File: config.mk
export PLATFORM = sky130hd
export DESIGN_NAME = trig_delay_top
export DESIGN_NICKNAME = d
export VERILOG_FILES = /design/src/common/trig_delay_pkg.sv /design/src/common/trig_cfg_if.sv /design/src/rtl/trig_delay_top.sv /design/src/rtl/delay_timer.sv /design/src/rtl/arm_control.sv /design/src/rtl/trigger_sync.sv /design/src/cmd_fsm/cmd_fsm.sv
export SDC_FILE = /design/constraint.sdc
export NUM_CORES = 1
export LEC_CHECK = 0
export ABC_AREA = 0
export BUFFER_PORTS_ARGS = -buffer_cell sky130_fd_sc_hd__buf_4
export CORE_AREA = 5 5 137 139
export CTS_BUF_LIST = sky130_fd_sc_hd__clkbuf_4
export CTS_CLUSTER_SIZE = 40
export DETAILED_ROUTE_END_ITERATION = 8
export DIE_AREA = 0 0 142 144
export GPL_TIMING_DRIVEN = 0
export PLACE_DENSITY = 0.87
export SYNTH_ARGS = -nofsm -noshare
export SYNTH_HDL_FRONTEND = slang
export SYNTH_SLANG_ARGS = --single-unit
File: constraint.sdc
create_clock -name clk_sys_buf -period 2.55 [get_ports clk_sys_buf]
set_clock_uncertainty 0.15 [all_clocks]
set_input_delay 0.51 -clock clk_sys_buf [delete_from_list [all_inputs] [get_ports clk_sys_buf]]
set_output_delay 0.51 -clock clk_sys_buf [all_outputs]
set_load 0.005 [all_outputs]
File: src/common/trig_delay_pkg.sv
package trig_delay_pkg;

    // ========================================================================
    // Widths
    // ========================================================================
    localparam int CFG_W         = 32;                     // Delay and width values
    localparam int BYTE_W        = 8;                      // Command and response bytes
    localparam int PAYLOAD_BYTES = 4;                      // 32-bit payload, LSB first
    localparam int PAYLOAD_W     = PAYLOAD_BYTES * BYTE_W;
    localparam int IDX_W         = $clog2(PAYLOAD_BYTES);  // Payload byte index

    // ========================================================================
    // Command codes
    // ========================================================================
    // Any byte not listed here is ignored in idle
    typedef enum logic [7:0] {
        SET_DELAY      = 8'h01,
        GET_DELAY      = 8'h02,
        SET_WIDTH      = 8'h03,
        GET_WIDTH      = 8'h04,
        SET_TRIG_MODE  = 8'h05,
        SOFT_TRIGGER   = 8'h06,
        ARM            = 8'h07,
        DISARM         = 8'h08,
        SET_ARMED_MODE = 8'h09,
        GET_ARMED      = 8'h0A
    } cmd_code_e;

    // Trigger source select
    typedef enum logic {
        EXTERNAL = 1'b0,
        SOFT     = 1'b1
    } trig_mode_e;

    // Behavior of the armed flag after a fire
    typedef enum logic {
        SINGLE = 1'b0,   // Disarm after one fire
        REPEAT = 1'b1    // Stay armed
    } armed_mode_e;

    // ========================================================================
    // Reset defaults
    // ========================================================================
    localparam int DEFAULT_DELAY = 0;
    localparam int DEFAULT_WIDTH = 1;

endpackage
File: src/common/trig_cfg_if.sv
interface trig_cfg_if import trig_delay_pkg::*; #(
    parameter int DELAY_W = CFG_W
);

    logic [DELAY_W-1:0] delay;         // Cycles from fire to output rise
    logic [DELAY_W-1:0] width;         // Output pulse width, 0 acts as 1
    trig_mode_e         trig_mode;
    armed_mode_e        armed_mode;
    logic               soft_trigger;  // One-cycle strobes from the command FSM
    logic               arm;
    logic               disarm;
    logic               armed;         // Armed flag, read back by GET_ARMED

    // Command side, owns the configuration
    modport cfg_src (
        output delay, width, trig_mode, armed_mode,
        output soft_trigger, arm, disarm,
        input  armed
    );

    // Trigger path side
    modport cfg_dst (
        input  delay, width, trig_mode, armed_mode,
        input  soft_trigger, arm, disarm,
        output armed
    );

endinterface

File: src/rtl/trig_delay_top.sv
module trig_delay_top import trig_delay_pkg::*; #(
    parameter int DELAY_W     = CFG_W,
    parameter int SYNC_STAGES = 3
) (
    input  logic              clk_sys_buf,
    input  logic              rst_sync,
    input  logic              trigger_in,
    input  logic [BYTE_W-1:0] cmd_data,
    input  logic              cmd_valid,
    output logic [BYTE_W-1:0] resp_data,
    output logic              resp_valid,
    input  logic              resp_ready,
    output logic              trigger_delayed_out
);

    logic edge_pulse;   // Synchronized rising edge of trigger_in
    logic fire;         // Armed and selected trigger

    trig_cfg_if #(.DELAY_W(DELAY_W)) cfg_bus ();

    // ========================================================================
    // Host command side
    // ========================================================================
    cmd_fsm #(
        .DELAY_W     (DELAY_W)
    ) cmd_fsm_i (
        .clk_sys_buf (clk_sys_buf),
        .rst_sync    (rst_sync),
        .cmd_data    (cmd_data),
        .cmd_valid   (cmd_valid),
        .resp_data   (resp_data),
        .resp_valid  (resp_valid),
        .resp_ready  (resp_ready),
        .cfg         (cfg_bus.cfg_src)
    );

    // ========================================================================
    // Trigger path
    // ========================================================================
    trigger_sync #(
        .SYNC_STAGES (SYNC_STAGES)
    ) trigger_sync_i (
        .clk_sys_buf (clk_sys_buf),
        .rst_sync    (rst_sync),
        .trigger_in  (trigger_in),
        .edge_pulse  (edge_pulse)
    );

    arm_control arm_control_i (
        .clk_sys_buf (clk_sys_buf),
        .rst_sync    (rst_sync),
        .edge_pulse  (edge_pulse),
        .cfg         (cfg_bus.cfg_dst),
        .fire        (fire)
    );

    delay_timer #(
        .DELAY_W             (DELAY_W)
    ) delay_timer_i (
        .clk_sys_buf         (clk_sys_buf),
        .rst_sync            (rst_sync),
        .fire                (fire),
        .delay               (cfg_bus.delay),
        .width               (cfg_bus.width),
        .trigger_delayed_out (trigger_delayed_out)
    );

endmodule

File: src/rtl/delay_timer.sv
module delay_timer import trig_delay_pkg::*; #(
    parameter int DELAY_W = CFG_W
) (
    input  logic               clk_sys_buf,
    input  logic               rst_sync,
    input  logic               fire,
    input  logic [DELAY_W-1:0] delay,
    input  logic [DELAY_W-1:0] width,
    output logic               trigger_delayed_out
);

    typedef enum logic [1:0] {
        ST_IDLE,    // Waiting for fire
        ST_DELAY,   // Counting down the delay
        ST_PULSE    // Output high
    } state_e;

    state_e             state;
    logic [DELAY_W-1:0] delay_cnt;
    logic [DELAY_W-1:0] width_cnt;   // Remaining pulse cycles minus one

    // ========================================================================
    // Phase control
    // ========================================================================
    // Fire at edge k: pulse starts at edge k+delay+1
    always_ff @(posedge clk_sys_buf) begin
        if (rst_sync) begin
            state <= ST_IDLE;
        end else begin
            case (state)
                ST_IDLE: begin
                    if (fire) begin
                        state <= ST_DELAY;
                    end
                end
                ST_DELAY: begin
                    if (delay_cnt == '0) begin
                        state <= ST_PULSE;
                    end
                end
                ST_PULSE: begin
                    if (width_cnt == '0) begin
                        state <= ST_IDLE;
                    end
                end
                default: state <= ST_IDLE;
            endcase
        end
    end

    // Counters are loaded on fire, so a later config write leaves this pulse alone
    always_ff @(posedge clk_sys_buf) begin
        case (state)
            ST_IDLE: begin
                if (fire) begin
                    delay_cnt <= delay;
                    width_cnt <= (width == '0) ? '0 : width - 1'b1;   // Width 0 acts as 1
                end
            end
            ST_DELAY: delay_cnt <= delay_cnt - 1'b1;
            ST_PULSE: width_cnt <= width_cnt - 1'b1;
            default:  delay_cnt <= delay_cnt;
        endcase
    end

    assign trigger_delayed_out = (state == ST_PULSE);

endmodule

File: src/rtl/arm_control.sv
module arm_control import trig_delay_pkg::*; (
    input  logic        clk_sys_buf,
    input  logic        rst_sync,
    input  logic        edge_pulse,
    trig_cfg_if.cfg_dst cfg,
    output logic        fire
);

    logic armed_q;
    logic trig_sel;   // Selected source before the arm gate

    // ========================================================================
    // Source select and arm gate
    // ========================================================================
    assign trig_sel = (cfg.trig_mode == SOFT) ? cfg.soft_trigger : edge_pulse;
    assign fire     = trig_sel & armed_q;

    // ========================================================================
    // Armed flag
    // ========================================================================
    always_ff @(posedge clk_sys_buf) begin
        if (rst_sync) begin
            armed_q <= 1'b0;
        end else begin
            if (cfg.disarm) begin
                armed_q <= 1'b0;
            end else if (cfg.arm) begin
                armed_q <= 1'b1;
            end else if (fire && cfg.armed_mode == SINGLE) begin
                armed_q <= 1'b0;   // One shot used up
            end
        end
    end

    assign cfg.armed = armed_q;

endmodule

File: src/rtl/trigger_sync.sv
module trigger_sync import trig_delay_pkg::*; #(
    parameter int SYNC_STAGES = 3
) (
    input  logic clk_sys_buf,
    input  logic rst_sync,
    input  logic trigger_in,
    output logic edge_pulse
);

    logic [SYNC_STAGES-1:0] sync_q;   // Bit 0 samples the pin
    logic                   hist_q;   // Previous synchronized value
    logic                   sync_bit;

    assign sync_bit = sync_q[SYNC_STAGES-1];

    // Synchronizer chain and edge history
    always_ff @(posedge clk_sys_buf) begin
        if (rst_sync) begin
            sync_q <= '0;
            hist_q <= 1'b0;
        end else begin
            sync_q <= {sync_q[SYNC_STAGES-2:0], trigger_in};
            hist_q <= sync_bit;
        end
    end

    // Registered rising-edge compare, one cycle wide
    always_ff @(posedge clk_sys_buf) begin
        if (rst_sync) begin
            edge_pulse <= 1'b0;
        end else begin
            edge_pulse <= sync_bit & ~hist_q;
        end
    end

endmodule

File: src/cmd_fsm/cmd_fsm.sv
module cmd_fsm import trig_delay_pkg::*; #(
    parameter int DELAY_W = CFG_W
) (
    input  logic              clk_sys_buf,
    input  logic              rst_sync,
    input  logic [BYTE_W-1:0] cmd_data,
    input  logic              cmd_valid,
    output logic [BYTE_W-1:0] resp_data,
    output logic              resp_valid,
    input  logic              resp_ready,
    trig_cfg_if.cfg_src       cfg
);

    typedef enum logic [1:0] {
        ST_IDLE,      // Wait for a command byte
        ST_PAYLOAD,   // Collect a 4-byte value
        ST_BYTE,      // Collect a 1-byte mode value
        ST_RESP       // Send response bytes
    } state_e;

    state_e             state;
    cmd_code_e          cmd_in;
    cmd_code_e          cmd_q;          // Command that owns the current payload
    logic [IDX_W-1:0]   byte_idx;       // Payload or response byte, LSB first
    logic [IDX_W-1:0]   resp_last;      // Index of the final response byte
    logic [PAYLOAD_W-1:0] payload_q;
    logic [PAYLOAD_W-1:0] payload_next;
    logic [PAYLOAD_W-1:0] resp_q;       // Response shift register

    // Configuration registers
    logic [DELAY_W-1:0] delay_q;
    logic [DELAY_W-1:0] width_q;
    trig_mode_e         trig_mode_q;
    armed_mode_e        armed_mode_q;
    logic               soft_q;
    logic               arm_q;
    logic               disarm_q;

    assign cmd_in       = cmd_code_e'(cmd_data);
    assign payload_next = {cmd_data, payload_q[PAYLOAD_W-1:BYTE_W]};  // Shift in at the top

    // ========================================================================
    // Control and configuration
    // ========================================================================
    always_ff @(posedge clk_sys_buf) begin
        if (rst_sync) begin
            state        <= ST_IDLE;
            byte_idx     <= '0;
            delay_q      <= DELAY_W'(DEFAULT_DELAY);
            width_q      <= DELAY_W'(DEFAULT_WIDTH);
            trig_mode_q  <= EXTERNAL;
            armed_mode_q <= SINGLE;
            soft_q       <= 1'b0;
            arm_q        <= 1'b0;
            disarm_q     <= 1'b0;
        end else begin
            soft_q   <= 1'b0;   // Strobes last one cycle
            arm_q    <= 1'b0;
            disarm_q <= 1'b0;

            case (state)
                ST_IDLE: begin
                    if (cmd_valid) begin
                        byte_idx <= '0;
                        case (cmd_in)
                            SET_DELAY, SET_WIDTH:            state <= ST_PAYLOAD;
                            SET_TRIG_MODE, SET_ARMED_MODE:   state <= ST_BYTE;
                            GET_DELAY, GET_WIDTH, GET_ARMED: state <= ST_RESP;
                            SOFT_TRIGGER:                    soft_q <= 1'b1;
                            ARM:                             arm_q <= 1'b1;
                            DISARM:                          disarm_q <= 1'b1;
                            default:                         state <= ST_IDLE;
                        endcase
                    end
                end

                ST_PAYLOAD: begin
                    if (cmd_valid) begin
                        byte_idx <= byte_idx + 1'b1;
                        // Last byte writes the register on the same edge
                        if (byte_idx == IDX_W'(PAYLOAD_BYTES - 1)) begin
                            if (cmd_q == SET_DELAY) begin
                                delay_q <= DELAY_W'(payload_next);
                            end else begin
                                width_q <= DELAY_W'(payload_next);
                            end
                            state <= ST_IDLE;
                        end
                    end
                end

                ST_BYTE: begin
                    if (cmd_valid) begin
                        if (cmd_q == SET_TRIG_MODE) begin
                            trig_mode_q <= trig_mode_e'(cmd_data[0]);
                        end else begin
                            armed_mode_q <= armed_mode_e'(cmd_data[0]);
                        end
                        state <= ST_IDLE;
                    end
                end

                ST_RESP: begin
                    if (resp_ready) begin   // resp_valid is high in this state
                        byte_idx <= byte_idx + 1'b1;
                        if (byte_idx == resp_last) begin
                            state <= ST_IDLE;
                        end
                    end
                end

                default: state <= ST_IDLE;
            endcase
        end
    end

    // ========================================================================
    // Payload and response data
    // ========================================================================
    always_ff @(posedge clk_sys_buf) begin
        if (state == ST_IDLE && cmd_valid) begin
            cmd_q     <= cmd_in;
            resp_last <= IDX_W'(PAYLOAD_BYTES - 1);
            case (cmd_in)
                GET_DELAY: resp_q <= PAYLOAD_W'(delay_q);
                GET_WIDTH: resp_q <= PAYLOAD_W'(width_q);
                GET_ARMED: begin
                    resp_q    <= PAYLOAD_W'(cfg.armed);
                    resp_last <= '0;   // Single byte
                end
                default: resp_q <= resp_q;
            endcase
        end

        if (state == ST_PAYLOAD && cmd_valid) begin
            payload_q <= payload_next;
        end

        if (resp_valid && resp_ready) begin
            resp_q <= resp_q >> BYTE_W;   // Next byte moves to the bottom
        end
    end

    assign resp_valid = (state == ST_RESP);
    assign resp_data  = resp_q[BYTE_W-1:0];   // Held until the handshake

    assign cfg.delay        = delay_q;
    assign cfg.width        = width_q;
    assign cfg.trig_mode    = trig_mode_q;
    assign cfg.armed_mode   = armed_mode_q;
    assign cfg.soft_trigger = soft_q;
    assign cfg.arm          = arm_q;
    assign cfg.disarm       = disarm_q;

endmodule

* Word level (Yosys, flattened, before mapping)
Cells that the tools add are included.
Cells by class: add/sub/neg operators 4, bitwise logic cells 8, reduce and logical (&&, ||, !) cells 33, equality and inequality tests 29, mux-type cells 30
Operators by type and width (count):
- $pmux 32 s2 | 2
- $logic_not 32->1 | 3
- $mux 32 | 3
- $pmux 32 s3 | 1
- $sub 32x1->32 const B | 3
- $mux 24 | 2
- $eq 8x3->1 const B | 5
- $eq 8x4->1 const B | 3
- $mux 2 | 12
- $eq 8x1->1 const B | 2
- $eq 8x2->1 const B | 2
- $pmux 2 s4 | 2
- $ne 2x2->1 const B | 7
- $pmux 2 s3 | 2
- $reduce_and 4->1 | 3
- $reduce_and 3->1 | 3
- $reduce_or 3->1 | 3
- $eq 2x2->1 const B | 4
- $reduce_and 2->1 | 4
- $reduce_bool 2->1 | 4
- $reduce_and 7->1 | 1
- $mux 1 | 6
- $ne 2x1->1 const B | 3
- $not 1->1 | 6
- 9 further kinds | 18
Word-level totals: logic and storage cells 125, output and inout port bits 10, input bits 13, register bits after elaboration 219

* Depth between registers and ports, before layout
depth in word-level cells 5, gate-level depth with buffers 8, mapped depth without buffers 7

* Modules after synthesis
A second synthesis with hierarchy kept.
Second synthesis, totals: cell total of the unflattened synthesis 1035, area, all modules 10237.3 um2
By module, submodules not included:
- cmd_fsm | area each 5610.4 um2, cells each 564, sequential area each 3333.2 um2, times used 1
- delay_timer | area each 4430.5 um2, cells each 455, sequential area each 1961.9 um2, times used 1
- trigger_sync | area each 137.6 um2, cells each 10, sequential area each 100.1 um2, times used 1
- arm_control | area each 58.8 um2, cells each 6, sequential area each 20.0 um2, times used 1

* Least setup slack after synthesis
No wires, ideal clock.
kind input port to flip-flop, start in cmd_data[7], end reg cmd_fsm_i.resp_q[0], enable pin, library setup time 358 ps, stages on the path 4, path buffers 1, data required time 2042 ps, arrival 2279 ps, slack -238 ps, path through or4_1 nor4_2 buf_2 or2_2
On the way: cells in the longest elaborated chain, start to end 3, elaborated cells on any way between the ends 5, those cells by class eq/ne: 3; reduce/logical: 2
RTL lines:
- start, declared | line trig_delay_top.sv:8 | input logic [BYTE_W-1:0] cmd_data,
- $eq 8x2->1, or another cell as far along | line cmd_fsm.sv:124 | case (cmd_in)
- $reduce_bool 4->1 (no source line) *
- $reduce_and 2->1 (no source line) *
- end signal, assigned | line cmd_fsm.sv:125 | GET_DELAY: resp_q <= PAYLOAD_W'(delay_q);
- end signal, assigned | line cmd_fsm.sv:126 | GET_WIDTH: resp_q <= PAYLOAD_W'(width_q);
- end signal, assigned | line cmd_fsm.sv:128 | resp_q <= PAYLOAD_W'(cfg.armed);
- end, declared | line cmd_fsm.sv:28 | logic [PAYLOAD_W-1:0] resp_q;
Mark *: on every way between the ends. The rest lies on a longest branch, timed or not. A chain may end at the register's enable or synchronous reset.

* Final worst setup path
start reg delay_timer_i.delay_cnt[12], end reg delay_timer_i.state[1]
On the way: cells in the longest elaborated chain, start to end 3
RTL lines:
- start, declared | line delay_timer.sv:19 | logic [DELAY_W-1:0] delay_cnt;
- start signal, assigned | line delay_timer.sv:56 | delay_cnt <= delay;
- start signal, assigned | line delay_timer.sv:60 | ST_DELAY: delay_cnt <= delay_cnt - 1'b1;
- start signal, assigned | line delay_timer.sv:62 | default: delay_cnt <= delay_cnt;
- $logic_not 32->1 | line delay_timer.sv:37 | if (delay_cnt == '0) begin
- $ne 2x1->1 (no source line)
- $reduce_and 3->1 (no source line)
- end signal, assigned | line delay_timer.sv:38 | state <= ST_PULSE;
- end signal, assigned | line delay_timer.sv:43 | state <= ST_IDLE;
- end signal, assigned | line delay_timer.sv:46 | default: state <= ST_IDLE;
- end, declared | line delay_timer.sv:18 | state_e state;
No other way between the ends.

==> summary.md <==
| Metric | Value |
|---|---|
| Leading cell types in the layout, fill and taps excluded | nand2_1, edfxtp_1, nor2_1 |
| Required @ worst endpoint | about 3 ns |
| Weighted congestion reported at the end of routability-driven placement | about 0.94 |
| Most common library cell in the layout ignoring fill and taps | nand2_1 |
| Critical Path Start Type | flop |
| CP Buf/Inv Count | 0 |
| Number of vias after detailed routing | 8786 |
| Wire length after detailed routing | 27400 um |
| Clock latency on the worst-skew pair | 0.67 ns |
| GR Overflow Total | 0 |
| Cell-internal power | 0.00491 W |
| Final Cycle Share | 99.8% |
| Slew at the pin closest to its max-slew limit | approximately 0.97 ns |
| Hold/Removal Path Class | input pin to flop |
| Number of buffers added by the clock tree synthesis step | 52 |
| RSZ-0062 raised after global routing | yes |
| CTS Buffer Depth | 3 |
| Final setup viols | 0 |
| FF+latch count, synth | 210 |
| Final cell count without fillers | 1402 |
| Crit-path leading delay family | simple AND/OR/NAND/NOR gates |
| Proportion of register bits with asynchronous set or reset after synthesis | 0% |
| Number of global-route vias before repair | 8379 |
| Final core occ | roughly two thirds |
| Number of buffers added on ports | 22 |
| Maximum Capacitance Violations | 0 |
| Post-synthesis instance total | 1042 |
| Post-synth top area share | 36.4% |
| Dominant cell type by area after synthesis | edfxtp_1 |
| Top fanout value on the critical path | 9 |
| Area Overhead vs Synth | 15.7% |
| Pin count of the biggest net entering global routing | 33 |
| Total power consumption of the routed design | ~0.0064 W |
| Initial Util | 57.0% |
| Die Outline Area | between 0.02 and 0.025 mm^2 |
| Final Max Tran Viols | 0 |
| Top cells by area in the synthesized netlist | edfxtp_1, dfxtp_1, nand2_1, xnor2_1, a21oi_1 |
| Average detailed-routed wire length per instance | around 20 um |
| Detailed router's first-iteration violation count | 1087 |
| Worst setup path class | flop to flop |
| Ratio of cells with drive above 1 in the final layout | between 15 and 20% |
| Net load switching power | 0.00151 W |
| Number of sinks driven by the clock tree | 210 |
| Antenna violations before repair | 1 |
| Filler cells | 1308 |
| Number of cells in the design after placement | 1294 |
| Post-synthesis sequential area ratio | 54.2% |
| Count of distinct cell types in the synthesized netlist | 54 |
| Largest stage delay on the critical path | 0.60 ns |
| Area of the mapped netlist | 0.00999 mm^2 |
| Die span in x | roughly 140 um |
| Nets in the synthesized netlist | 1061 |
| Drt drc | 0 |
| Standard-cell rows | 49 |
| Placement-stage worst setup slack | -0.485 ns |
| Multi-input gate area | ~0.0045 mm^2 |
| EDFF count, synth | 121 |
| Crit path arrival time | 2.97 ns |
| Reg area | approximately 0.0054 mm^2 |
| Die Ht | 144 um |
| Final setup TNS | 0 ns |
| Most used flip-flop cell after synthesis | edfxtp_1 |
| CTS tree | done |
| Max Clk Rate | 0.393 GHz |
| Clock-pin slew reported for the worst setup and hold paths after clock tree synthesis | 0.07 ns |
| Crit-path cells | or4_4 > or4_4 > or4_1 > a21oi_1 |
| All-Layer GR Usage | 26.3% |
| Comb power frac | under 10% |
| Pwr Density | 556 mW/mm^2 |
| VDD IR max | approximately 460 uV |
| CP dominant cell by count | or4_4 |
| Detailed-route vias per instance | 6.27 |
| Total number of H-tree levels | 2 |
| Core area | 0.0175 mm^2 |
| Status | finished clean |
| Final Hold Violating Endpoints | 0 |
| Headroom to the max-slew limit | 35.4% |
| Layout Nets | 1148 |
| Pre-antenna DRT Iters | 6 |
| Flop pwr share | 56.2% |
| Wire length of the first global-routing pass | 42600 um |
| Boundary Pins | 23 |
| Detailed placement HPWL | 18300 um |
| Leakage power summed over all cells | 3.86 nW |
| Average cell area after synthesis | around 9.6 um^2 |
| Cell at the root of the clock tree | clkbuf_4 |
| Fin worst setup slack | 0.00398 ns |
| DRT antenna net count | 0 |
| Net Sw Frac | 23.5% |
| Type of element capturing the critical path | flop |
| Final critical-path required period | 2.55 ns |
| Count of yosys warnings during synthesis | 0 |
| Clock group share of total power | roughly two fifths |
| Cell with the largest stage delay on the worst path | or4_4 |
## layer usage
metal  vias up  track usage [%]  part of all wire [%]  wire length, um
li1       3967                -                     -                -
met4         0             13.1                   4.3             1170
met5         -                0                     0                0
met2       555             42.6                    47            12900
met3       108             5.26                    10             2810
met1      4156             34.0                    38            10500
## through the flow
step                hold WS, ns  instance area [um^2]
floorplan                 0.217                 10000
finish                   0.0272                 11600
CTS                    0.000888                 11300
global placement          0.221                 10500
detailed placement        0.232                 10500
global route             0.0105                 11500
## final cells by class
| class | count | area share [%] |
|---|---|---|
| Multi-Input combinational cell | 748 | 39.3 |
| Timing Repair Buffer | 41 | 2.99 |
| Sequential cell | 210 | 46.9 |
| Inverter | 11 | 0.357 |
| Clock buffer | 69 | 4.48 |
| Tap cell | 229 | 2.48 |
| Clock inverter | 27 | 0.921 |
| Buffer | 65 | 2.52 |
| Antenna cell | 2 | 0.0433 |
## worst paths after layout
path                                              start                                    to  slack [ns]  depth (start not counted)
setup / recovery  delay_timer_i.delay_cnt[12]$_DFFE_PP_   delay_timer_i.state[1]$_SDFFE_PP0P_       0.004                          4
hold / removal                              cmd_data[4]  cmd_fsm_i.cfg.delay[28]$_SDFFE_PP0P_        0.03                          3
setup reg to reg  delay_timer_i.delay_cnt[12]$_DFFE_PP_   delay_timer_i.state[1]$_SDFFE_PP0P_       0.004                          4
hold reg to reg         cmd_fsm_i.cfg.disarm$_SDFF_PP0_  arm_control_i.cfg.armed$_SDFFE_PP0P_        0.24                          1
## cells in the mapped netlist (6+ instances only)
cell	number
nand2_1	186
xnor2_1	64
or3_1	22
nor3_1	33
or2_2	6
o21ai_0	40
edfxtp_1	121
a22oi_1	9
nand2b_1	8
xor2_1	22
o22ai_1	27
ha_1	6
a211oi_1	8
or4_1	12
clkbuf_1	58
buf_4	8
a21oi_1	77
nor4_1	43
nand3_1	18
nor2b_1	9
dfxtp_1	89
inv_1	11
nor2_1	92
a221oi_1	23
## timing repair
action | CTS | global route
gates resized for setup | 23 | 45
cloned | 0 | 0
hold buffers | 12 | 0
hold endpoints to repair | 25 | 0
setup endpoints to repair | 44 | 72
pin swaps | 2 | 4
setup buffers | 2 | 4
## worst register-to-register path: stages, from the launching register on
cell and delay, ns:
edfxtp_1 0.41, or4_4 0.58, or4_4 0.60, or4_1 0.58, a21oi_1 0.16
## power by group through the flow
stage / Clock (W) / Combinational [W] / Sequential (W)
6_report: 0.00268 / 0.000138 / 0.00360
3_5_place_dp: 0 / 0.000114 / 0.00368
2_1_floorplan: 0 / 0.0000640 / 0.00367
4_1_cts: 0.00269 / 0.000131 / 0.00360
3_3_place_gp: 0 / 0.000110 / 0.00368
5_1_grt: 0.00286 / 0.000148 / 0.00361
## flip-flops by register name, indices dropped and copies added (netlist names), 2 cells and up
| signal | count |
|---|---|
| cmd_fsm_i.state | 2 |
| trigger_sync_i.sync_q | 3 |
| delay_timer_i.delay_cnt | 32 |
| cmd_fsm_i.payload_q | 24 |
| cmd_fsm_i.cfg.delay | 32 |
| delay_timer_i.width_cnt | 32 |
| cmd_fsm_i.cfg.width | 32 |
| cmd_fsm_i.byte_idx | 2 |
| cmd_fsm_i.resp_q | 32 |
| delay_timer_i.state | 2 |
| cmd_fsm_i.cmd_q | 8 |
## cell families after synthesis
logic type / Yosys count / share of synthesized area, %
compound gates: 197 / 11.9
mux: 4 / 0.413
xor+xnor: 86 / 7.54
simple gates: 455 / 21.6
buf+inv: 84 / 3.58
flops: 210 / 54.2
fa+ha+maj: 6 / 0.752
Note: power is estimated with default switching activity, not from simulation.
